## config.mk

```make
export PLATFORM = sky130hd
export DESIGN_NAME = psram_bus_encoder
export DESIGN_NICKNAME = d
export VERILOG_FILES = /design/src/source/psram_pkg.sv /design/src/source/psram_bus_encoder.sv
export VERILOG_INCLUDE_DIRS = /design/src /design/src/source
export SDC_FILE = /design/constraint.sdc
export NUM_CORES = 1
export LEC_CHECK = 0
export ABC_AREA = 1
export BUFFER_PORTS_ARGS = -buffer_cell sky130_fd_sc_hd__buf_4
export CORE_ASPECT_RATIO = 0.9
export CORE_MARGIN = 2
export CORE_UTILIZATION = 25
export DETAILED_ROUTE_END_ITERATION = 8
export PLACE_DENSITY = 0.49
export SYNTH_ARGS = -nofsm -noshare
export SYNTH_HDL_FRONTEND = slang
export SYNTH_SLANG_ARGS = --single-unit
```

## constraint.sdc

```tcl
create_clock -name sys_clk -period 3.15 [get_ports sys_clk]
set_input_delay 0.945 -clock sys_clk [delete_from_list [all_inputs] [get_ports sys_clk]]
set_output_delay 0.945 -clock sys_clk [all_outputs]
set_load 0.005 [all_outputs]
```

## src/source/psram_settings.svh

```systemverilog
`ifndef PSRAM_SETTINGS_SVH
`define PSRAM_SETTINGS_SVH

// sys_clk cycles per psram clock, multiple of 4
`define PSRAM_CLK_DIV 4

// power-up wait in sys_clk cycles, shortened for simulation
`define PSRAM_INIT_CYCLES 200

// ce high time between transactions, sys_clk cycles
`define PSRAM_CPH_CYCLES 6

// access latency in psram clocks (3 to 7) and its mode register code
`define PSRAM_LATENCY 5
`define PSRAM_LATENCY_CODE 3'b010

// MR8 fields
`define PSRAM_X16 1'b1
`define PSRAM_HYBRID_WRAP 1'b0
`define PSRAM_BL_CODE 2'b01

// largest beat count of one burst
`define PSRAM_MAX_BURST 64

`endif

```

## src/source/psram_pkg.sv

```systemverilog
package psram_pkg;

    // one user transaction
    typedef struct packed {
        logic        write;
        logic [31:0] addr;
        logic [11:0] burst_len;
    } psram_req_t;

    // one write beat, mask bit set means byte is skipped
    typedef struct packed {
        logic [15:0] data;
        logic [1:0]  mask;
    } psram_beat_t;

    typedef enum logic [3:0] {
        POWER_UP,
        RESET_CMD,
        RESET_WAIT,
        MR_WRITE,
        READY,
        COMMAND,
        ADDRESS,
        LATENCY,
        WRITE,
        READ,
        DONE,
        RECOVER
    } psram_state_e;

    // what the encoder puts on the bus next
    typedef struct packed {
        psram_state_e state;
        logic [1:0]   mr_index;
        logic [1:0]   beat_idx;
        psram_req_t   req;
    } bus_phase_t;

    typedef struct packed {
        logic [15:0] dq;
        logic [1:0]  dm;
    } psram_pad_t;

endpackage

```

## src/source/psram_bus_encoder.sv

```systemverilog
`timescale 1ns/100ps
`include "psram_settings.svh"

module psram_bus_encoder (
    input  logic                   sys_clk,
    input  logic                   sys_rst,
    input  psram_pkg::bus_phase_t  phase,
    input  logic                   mend,
    input  psram_pkg::psram_beat_t wr_beat,
    output psram_pkg::psram_pad_t  pad
);
    import psram_pkg::*;

    localparam logic [7:0] CMD_RESET  = 8'hff;
    localparam logic [7:0] CMD_MR_WR  = 8'hc0;
    localparam logic [7:0] CMD_READ   = 8'h20;
    localparam logic [7:0] CMD_WRITE  = 8'ha0;

    localparam logic [7:0] MR0_VALUE = {3'b000, `PSRAM_LATENCY_CODE, 2'b01};
    localparam logic [7:0] MR4_VALUE = {`PSRAM_LATENCY_CODE, 5'b00000};
    localparam logic [7:0] MR8_VALUE = {1'b0, `PSRAM_X16, 2'b00, 1'b0, `PSRAM_HYBRID_WRAP,
                                        `PSRAM_BL_CODE};

    logic       half;
    logic       bus_idle;
    logic [7:0] mr_addr;
    logic [7:0] mr_value;
    logic [7:0] addr_byte;
    psram_pad_t pad_d;

    assign bus_idle = phase.state inside {POWER_UP, READY, RECOVER};

    // second mend of each psram clock
    always_ff @(posedge sys_clk or negedge sys_rst) begin
        if (!sys_rst) begin
            half <= 1'b0;
        end else if (bus_idle) begin
            half <= 1'b0;
        end else if (mend) begin
            half <= ~half;
        end
    end

    always_comb begin
        case (phase.mr_index)
            2'd0: begin
                mr_addr  = 8'h00;
                mr_value = MR0_VALUE;
            end
            2'd1: begin
                mr_addr  = 8'h04;
                mr_value = MR4_VALUE;
            end
            default: begin
                mr_addr  = 8'h08;
                mr_value = MR8_VALUE;
            end
        endcase
    end

    // address goes out high byte first, one byte per clock edge
    always_comb begin
        case ({phase.beat_idx[0], half})
            2'b00:   addr_byte = phase.req.addr[31:24];
            2'b01:   addr_byte = phase.req.addr[23:16];
            2'b10:   addr_byte = phase.req.addr[15:8];
            default: addr_byte = phase.req.addr[7:0];
        endcase
    end

    always_comb begin
        pad_d = '0;
        case (phase.state)
            RESET_CMD: begin
                pad_d.dq = {8'h00, CMD_RESET};
            end
            MR_WRITE: begin
                case (phase.beat_idx)
                    2'd0:    pad_d.dq = {8'h00, CMD_MR_WR};
                    2'd2:    pad_d.dq = {8'h00, mr_addr};
                    2'd3:    pad_d.dq = {8'h00, mr_value};
                    default: pad_d.dq = 16'h0000;
                endcase
            end
            COMMAND: begin
                pad_d.dq = {8'h00, phase.req.write ? CMD_WRITE : CMD_READ};
            end
            ADDRESS: begin
                pad_d.dq = {8'h00, addr_byte};
            end
            WRITE: begin
                pad_d.dq = wr_beat.data;
                pad_d.dm = wr_beat.mask;
            end
            default: begin
                pad_d = '0;
            end
        endcase
    end

    always_ff @(posedge sys_clk or negedge sys_rst) begin
        if (!sys_rst) begin
            pad <= '0;
        end else if (mend) begin
            pad <= pad_d;
        end else if (bus_idle) begin
            pad <= '0;
        end
    end

endmodule

```

==> results of run 1 <==
-- cells by family (layout without fill, tap and decap cells) --
logic type / after synthesis / count (layout)
xor gates and xnor gates: 1 / 1
and+or+nand+nor: 162 / 162
AOI/OAI and AO/OA: 9 / 9
buffers and inverters: 23 / 100
DFF: 19 / 19
-- power by group through the flow --
stage	clock network (mW)	logic (mW)	registers, mW
final	0.167	0.211	0.287
after global routing	0.188	0.241	0.292
after CTS	0.172	0.215	0.288
after detailed placement	0	0.214	0.292
after global placement	0	0.215	0.294
after floorplan	0	0.117	0.277
-- through the flow --
stage	hold WS [ps]	area, um2	utilization (%)
floorplan	465	1300	-
global placement	457	1930	39.3
detailed placement	459	1930	39.3
CTS	476	1980	40.2
global route	493	1980	40.2
finish	470	1980	40.2
-- sequential cells by signal (all words and copies together) (netlist names) --
register and count:
half 1, pad 18
-- critical path, stage by stage --
cell	delay (ps)
buf_4	120
nor2_1	270
nand2_1	160
inv_2	220
nand2_1	80
nand3_1	90
nand2_1	60
nand2_1	50
-- layer usage --
layer	track usage, %	share of wire, %
met5	0	0
met4	2.45	0.85
met3	3.11	5.1
met2	22.7	46
met1	20.3	48
-- cell usage after synthesis --
master / n / area share [%]
buf_2: 3 / 1.2
buf_4: 2 / 1.2
buf_6: 1 / 0.87
dfrtp_1: 19 / 37
inv_1: 15 / 4.3
inv_2: 2 / 0.58
nand2_1: 88 / 25
nand2_2: 1 / 0.48
nand3_1: 35 / 13
nor2_1: 35 / 10
nor2_2: 2 / 0.96
nor2_4: 1 / 0.87
o21ai_0: 9 / 3.5
xnor2_1: 1 / 0.67
-- layout make-up --
class / count / area (um2) / share of cell area (%)
timing repair buffer: 79 / 593 / 30.0
multi-input combinational: 172 / 721 / 36.4
tap: 65 / 81.3 / 4.11
clock buffer: 4 / 45.0 / 2.28
sequential: 19 / 475 / 24.0
inverter: 17 / 63.8 / 3.22
-- how the worst max path moves through the flow --
stage               from                  end  slack [ps]
2_1_floorplan  phase[50]  pad[16]$_DFFE_PN0P_        1410
3_3_place_gp   phase[50]   pad[3]$_DFFE_PN0P_        1050
3_5_place_dp   phase[50]   pad[6]$_DFFE_PN0P_        1040
4_1_cts        phase[50]   pad[6]$_DFFE_PN0P_        1320
5_1_grt        phase[50]   pad[7]$_DFFE_PN0P_        1180
6_report       phase[50]   pad[6]$_DFFE_PN0P_        1340
==> results.json, run 1 <==
{
  "status": "completed",
  "first_global_vias": 1395,
  "synth_mux_area_share_pct": 0,
  "clk-insertion-delay-late_ps": 250,
  "regToRegSetupSlack_ps": 1690,
  "critPathRequiredTime_ps": 3350,
  "tns_ps": 0,
  "final_common_cell": "nand2_1",
  "drt-initial-drc-count": 64,
  "synth-simple-area-share_pct": 51.2,
  "finalCritPeriodShare_pct": 57.3,
  "drive_gt1_share_pct": 30.2,
  "hold_buffers": 0,
  "synth_top_family_by_area": "simple AND/OR/NAND/NOR gates",
  "grt_pass1_wl_um": 6530,
  "rr_startpoint": "half$_DFFE_PN0P_",
  "power_frac_seq_pct": 43.2,
  "ys_types": 14,
  "p_int_mw": 0.453,
  "cap_violations": 0,
  "combPwrFrac_pct": 31.7,
  "ant_nets": 0,
  "synth_adder_area_share_pct": 0,
  "grt_max_degree": 21,
  "setup_viol": 0,
  "die-width_um": 80.1,
  "critPathKind": "in -> reg",
  "cts_made_buffers": 3,
  "finClkSkew_ps": 1.72,
  "ys_ff_latch": 19,
  "timing.rr.end": "pad[4]$_DFFE_PN0P_",
  "final_cell_mix": "nand2_1 (88), buf_4 (79), nand3_1 (35), nor2_1 (35), dfrtp_1 (19)",
  "dp.cells": 352,
  "nFillCells": 553,
  "wl_um": 3980,
  "end_kind": "flop",
  "synth.yosys.seq_area_share_pct": 36.5,
  "start_util_pct": 26.4,
  "syn_to_final_growth_pct": 52.1,
  "hpwl_um": 3190,
  "drc_errors": 0,
  "whs_path_depth": 2,
  "rows": 24,
  "p_sw_share_pct": 31.8,
  "min_path_type": "reg -> reg",
  "clk_pin_slew_ps": 70,
  "antenna_found_initial": 0,
  "yosys.area_share.xor_xnor_pct": 0.673,
  "finalNonFillerCells": 356,
  "post_cts_resize_count": 0,
  "via_count": 1498,
  "cp_max_fo": 13,
  "nNetsFinal": 366,
  "min_from": "pad[12]$_DFFE_PN0P_",
  "total_power_mw": 0.664,
  "dp_slack_ps": 1040,
  "worstPathArrival_ps": 2000,
  "syn-num-nets": 288,
  "dieArea_mm2": 0.00580,
  "power_frac_clock_pct": 25.1,
  "ff2ff_path_depth": 7,
  "num_antenna_cells": 0,
  "worst_slew_pin_slew_ps": 511,
  "worst_setup_path_start_kind": "input pin",
  "cts_tree": "yes",
  "io_buffers": 79,
  "syn_area_per_cell_um2": 6.08,
  "fin_crit_ps": 1810,
  "place_congestion": 0.769,
  "drtPass1Iterations": 4,
  "relSlewSlack_pct": 65.9,
  "io_pins": 92,
  "overflow": 0,
  "max_freq_mhz": 554,
  "min_to": "pad[12]$_DFFE_PN0P_",
  "fp.coreArea_mm2": 0.00492,
  "syn_inst": 214,
  "maxSlewViolCount": 0,
  "routedWlPerCell_um": 11.2,
  "ctsRootBufferMaster": "clkbuf_8",
  "yosys_warnings": 0,
  "viasPerCell": 4.21,
  "ir_drop_v": 0.000131,
  "rsz0062_at_grt": "false",
  "cts_buffer_depth": 2,
  "p_leak_nw": 1.17,
  "fin_ws_ps": 1340,
  "syn-cell-area_mm2": 0.00130,
  "track_usage_pct": 14.3,
  "p_sw_mw": 0.212,
  "die_h_um": 72.4,
  "post_cts_buffers": 0,
  "timing_hold_violations_final": 0,
  "htree_num_levels": 1,
  "clkSinkCount": 19,
  "pwr_density_cell_mw_per_mm2": 336,
  "synth_compound_area_share_pct": 3.46
}
Power figures use the tool's default switching activity.
==> run 2, diff against run 1 <==
--- a/config.mk
+++ b/config.mk
@@ -12,7 +12,7 @@
 export CORE_MARGIN = 2
 export CORE_UTILIZATION = 25
 export DETAILED_ROUTE_END_ITERATION = 8
-export PLACE_DENSITY = 0.49
+export PLACE_DENSITY = 0.51
 export SYNTH_ARGS = -nofsm -noshare
 export SYNTH_HDL_FRONTEND = slang
 export SYNTH_SLANG_ARGS = --single-unit
==> constraint.sdc (replaced) <==
create_clock -name sys_clk -period 1.6 [get_ports sys_clk]
set_input_delay 0.48 -clock sys_clk [delete_from_list [all_inputs] [get_ports sys_clk]]
set_output_delay 0.48 -clock sys_clk [all_outputs]
set_load 0.005 [all_outputs]
==> results.json, run 2 (synthesis results as in run 1) <==
{
  "status": "completed",
  "nNetsFinal": 372,
  "antenna_found_initial": 0,
  "rsz0062_at_grt": "false",
  "syn_to_final_growth_pct": 58.0,
  "grt_max_degree": 21,
  "worst_setup_path_start_kind": "flop",
  "clk_pin_slew_ps": 70,
  "ir_drop_v": 0.000250,
  "min_path_type": "in -> async",
  "fin_ws_ps": 310,
  "dp_slack_ps": 106,
  "track_usage_pct": 14.3,
  "cts_tree": "yes",
  "finalCritPeriodShare_pct": 80.6,
  "post_cts_buffers": 0,
  "start_util_pct": 26.4,
  "end_kind": "flop",
  "worstPathArrival_ps": 1430,
  "htree_num_levels": 1,
  "largest_register_ffs": 18,
  "routedWlPerCell_um": 11.1,
  "viasPerCell": 4.25,
  "hold_buffers": 0,
  "grt_pass1_wl_um": 6480,
  "reg.largest.list": "pad: 18 flops, half: 1 flops",
  "critPathRequiredTime_ps": 1740,
  "worst_slew_pin_slew_ps": 300,
  "cp_max_fo": 16,
  "setup_viol": 0,
  "hpwl_um": 3300,
  "total_power_mw": 1.32,
  "top_register": "pad",
  "post-route-util_pct": 41.7,
  "num_antenna_cells": 0,
  "p_leak_nw": 1.21,
  "relSlewSlack_pct": 80.0,
  "ctsRootBufferMaster": "clkbuf_8",
  "fin_hold_ws_ps": 89.9,
  "place_congestion": 0.789,
  "max_freq_mhz": 775,
  "final_common_cell": "nand2_1",
  "critPathKind": "reg -> reg",
  "overflow": 0,
  "place_area_mm2": 0.00200,
  "drtPass1Iterations": 4,
  "cts_buffer_depth": 2,
  "fp.coreArea_mm2": 0.00492,
  "io_pins": 92,
  "clk-insertion-delay-late_ps": 250,
  "timing_hold_violations_final": 0,
  "io_buffers": 79,
  "cap_violations": 0,
  "ant_nets": 0,
  "maxSlewViolCount": 0,
  "die-width_um": 80.1,
  "rows": 24,
  "cts_made_buffers": 3,
  "nFillCells": 555,
  "drive_gt1_share_pct": 32.0,
  "clkSinkCount": 19,
  "final_cell_mix": "nand2_1 (88), buf_4 (83), nand3_1 (35), nor2_1 (35), dfrtp_1 (18)",
  "fin_area_mm2": 0.00206,
  "fin_crit_ps": 1290,
  "drc_errors": 0,
  "dieArea_mm2": 0.00580,
  "pwr_density_cell_mw_per_mm2": 644,
  "post_cts_resize_count": 0,
  "dp.cells": 358,
  "finClkSkew_ps": 4.22,
  "die_h_um": 72.4,
  "drt-initial-drc-count": 101,
  "wl_um": 4010,
  "finalNonFillerCells": 362,
  "via_count": 1539,
  "ff2ff_path_depth": 7,
  "first_global_vias": 1438,
  "tns_ps": 0
}
run 2: critical path, stage by stage, from the launching register on:
cell     delay [ps]
dfrtp_2         550
nand2_2         170
nor2_1          110
nor2_1           50
nand2_1          80
nand3_1          90
nand2_1          70
nand2_1          50
run 2: worst paths after layout:
path / start / end / slack (ps)
max: half$_DFFE_PN0P_ / pad[2]$_DFFE_PN0P_ / 310
min: sys_rst / pad[16]$_DFFE_PN0P_ / 90
max reg2reg: half$_DFFE_PN0P_ / pad[2]$_DFFE_PN0P_ / 310
min reg2reg: pad[12]$_DFFE_PN0P_ / pad[12]$_DFFE_PN0P_ / 470
max in group asynchronous: sys_rst / half$_DFFE_PN0P_ / 1290
min in group sys_clk: wr_beat[16] / pad[16]$_DFFE_PN0P_ / 450
run 2: power breakdown:
| group | internal, mW | switching, mW |
|---|---|---|
| registers | 0.512 | 0.0570 |
| logic | 0.223 | 0.212 |
| clock network | 0.177 | 0.143 |
| total | 0.912 | 0.412 |
run 2: routing by layer:
layer / up-vias / routed length, um / share of wire (%) / global-route usage [%]
met5: - / 0 / 0 / 0
met4: 0 / 70 / 1.7 / 4.14
met1: 671 / 1850 / 46 / 18.8
li1: 832 / - / - / -
met3: 6 / 172 / 4.3 / 2.74
met2: 30 / 1910 / 48 / 23.8
run 2: area by class of cell:
cell class,count,area [um2],share of cell area (%)
Tap cell,65,81.3,3.96
Sequential cell,19,477,23.2
Timing Repair Buffer,85,663,32.3
Clock buffer,4,45.0,2.19
Multi-Input combinational cell,172,726,35.3
Inverter,17,63.8,3.10
==> run 3, diff against run 2 <==
--- a/config.mk
+++ b/config.mk
@@ -6,13 +6,13 @@
 export SDC_FILE = /design/constraint.sdc
 export NUM_CORES = 1
 export LEC_CHECK = 0
-export ABC_AREA = 1
+export ABC_AREA = 0
 export BUFFER_PORTS_ARGS = -buffer_cell sky130_fd_sc_hd__buf_4
 export CORE_ASPECT_RATIO = 0.9
 export CORE_MARGIN = 2
 export CORE_UTILIZATION = 25
 export DETAILED_ROUTE_END_ITERATION = 8
-export PLACE_DENSITY = 0.51
+export PLACE_DENSITY = 0.5
 export SYNTH_ARGS = -nofsm -noshare
 export SYNTH_HDL_FRONTEND = slang
 export SYNTH_SLANG_ARGS = --single-unit
==> constraint.sdc (replaced) <==
create_clock -name sys_clk -period 1.3 [get_ports sys_clk]
set_input_delay 0.39 -clock sys_clk [delete_from_list [all_inputs] [get_ports sys_clk]]
set_output_delay 0.39 -clock sys_clk [all_outputs]
set_load 0.005 [all_outputs]
==> results.json, run 3 <==
{
  "synthFlopType": "dfrtp_1",
  "start_util_pct": 26.1,
  "p_sw_share_pct": 25.4,
  "critPathMaxStageDelay_ps": 510,
  "fp.coreArea_mm2": 0.00489,
  "violations": "negative setup slack",
  "nNetsFinal": 272,
  "antenna_found_initial": 0,
  "io_buffers": 79,
  "viasPerCell": 4.79,
  "path_delay_family": "multiplexers",
  "pwr_density_cell_mw_per_mm2": 816,
  "synthArstFlopShare_pct": 100,
  "cts_tree": "yes",
  "worst_slew_pin_slew_ps": 403,
  "power_frac_clock_pct": 22.6,
  "yosys_warnings": 0,
  "ctsRootBufferMaster": "clkbuf_8",
  "synth.top_cells.by_area": "dfrtp_1 (37%), mux4_2 (14%), a22o_1 (12%)",
  "syn_to_final_growth_pct": 65.2,
  "critPathRequiredTime_ps": 1440,
  "p_leak_nw": 1.02,
  "end_kind": "flop",
  "critPathKind": "reg -> reg",
  "synth-edff-count": 0,
  "cts_buffer_depth": 2,
  "track_usage_pct": 12.5,
  "p_int_mw": 1.29,
  "rsz0062_at_grt": "true",
  "place_area_mm2": 0.00200,
  "clk_pin_slew_ps": 60,
  "fin_area_mm2": 0.00211,
  "io_pins": 92,
  "dp_slack_ps": -217,
  "drtPass1Iterations": 4,
  "crit_buf_inv": 1,
  "overflow": 0,
  "first_global_vias": 1223,
  "num_antenna_cells": 0,
  "syn_inst": 109,
  "drive_gt1_share_pct": 59.4,
  "max_freq_mhz": 647,
  "synth.top_cells.by_count": "dfrtp_1 (19), a22o_1 (18), nand2_1 (13), mux4_2 (8), buf_6 (4)",
  "synthDominantCellAreaShare_pct": 37.2,
  "drc_errors": 0,
  "ir_drop_v": 0.000365,
  "rows": 24,
  "via_count": 1254,
  "reg.largest.list": "pad: 18 flops, half: 1 flops",
  "tns_ps": -1630,
  "min_path_type": "in -> reg",
  "fin_crit_ps": 1550,
  "syn-cell-area_mm2": 0.00128,
  "top_register": "pad",
  "ant_nets": 0,
  "relSlewSlack_pct": 73.0,
  "synth.most_common_cell": "dfrtp_1",
  "combPwrFrac_pct": 39.8,
  "setup_viol": 8,
  "status": "finished with violations",
  "finalCritPeriodShare_pct": 119,
  "hpwl_um": 2970,
  "die_h_um": 71.9,
  "syn-num-nets": 183,
  "synth.yosys.seq_area_share_pct": 37.2,
  "post-route-util_pct": 43.1,
  "path_cells": "buf_12 > mux4_2 > nand2_2 > o311ai_4 > a22o_1",
  "finClkSkew_ps": 0.449,
  "cp_max_fo": 5,
  "worstPathArrival_ps": 1690,
  "total_power_mw": 1.72,
  "ys_types": 36,
  "drt-initial-drc-count": 37,
  "p_sw_mw": 0.437,
  "final_cell_mix": "buf_4 (89), a22o_1 (18), dfrtp_1 (18), nand2_1 (11), mux4_2 (8)",
  "cts_made_buffers": 3,
  "synth_top_area_cell": "dfrtp_1",
  "dieArea_mm2": 0.00570,
  "power_frac_seq_pct": 37.6,
  "place_congestion": 0.764,
  "largest_register_ffs": 18,
  "nFillCells": 480,
  "clkSinkCount": 19,
  "cap_violations": 0,
  "syn_area_per_cell_um2": 11.7,
  "die-width_um": 79.4,
  "final_common_cell": "buf_4",
  "fin_ws_ps": -246,
  "grt_max_degree": 20,
  "timing_hold_violations_final": 0,
  "wl_um": 3700,
  "routedWlPerCell_um": 14.1,
  "worst_setup_path_start_kind": "flop",
  "maxSlewViolCount": 0,
  "ys_ff_latch": 19,
  "htree_num_levels": 1,
  "slowest_stage": "mux4_2",
  "clk-insertion-delay-late_ps": 250,
  "grt_pass1_wl_um": 5750
}
## run 3: logic make-up after synthesis
kind of cell | synth area share, %
and+or+nand+nor | 18.5
xor gates and xnor gates | 0.685
AOI/OAI and AO/OA | 23.2
buffers and inverters | 6.36
DFF | 37.2
muxes | 14.1
## run 3: per-layer routing
metal / up-vias / part of all wire [%] / GRT usage (%)
li1: 609 / - / -
met1: 579 / 43 / 16.4
met2: 61 / 48 / 21.0
met3: 5 / 8.0 / 2.64
met4: 0 / 0.95 / 3.26
met5: - / 0 / 0
## run 3: final cells by class
cell class	count	area [um2]	area share (%)
Sequential cell	19	477	22.6
Tap cell	65	81.3	3.85
Multi-Input combinational cell	80	762	36.1
Inverter	1	3.75	0.178
Clock buffer	4	45.0	2.13
Timing Repair Buffer	93	743	35.2
## run 3: power by group through the flow
stage,registers [mW],clock network (mW),logic (mW)
after floorplan,0.642,0,0.344
after global placement,0.646,0,0.601
after detailed placement,0.647,0,0.611
after CTS,0.637,0.409,0.615
after global routing,0.653,0.427,0.740
final,0.649,0.390,0.685
## run 3: repair_timing
action,CTS,global route
gates cloned,0,1
gates resized for setup,0,6
hold buffers,1,0
buffers inserted,0,1
pin swaps,0,3
hold endpoints to repair,9,0
setup endpoints to repair,8,8
## run 3: final timing paths
kind	slack, ps	depth (start not counted)	startpoint	endpoint
worst max-delay path	-250	5	half$_DFFE_PN0P_	pad[5]$_DFFE_PN0P_
max in group asynchronous	540	2	sys_rst	half$_DFFE_PN0P_
worst max register to register	-250	5	half$_DFFE_PN0P_	pad[5]$_DFFE_PN0P_
min in group asynchronous	550	2	sys_rst	pad[16]$_DFFE_PN0P_
worst min register to register	510	1	pad[7]$_DFFE_PN0P_	pad[7]$_DFFE_PN0P_
worst min-delay path	360	2	wr_beat[1]	pad[1]$_DFFE_PN0P_
## run 3: per-stage QoR
stage	cells	hold WS [ps]
6_report	262	357
5_1_grt	262	354
4_1_cts	260	353
3_5_place_dp	255	273
3_3_place_gp	255	268
2_1_floorplan	109	94.4
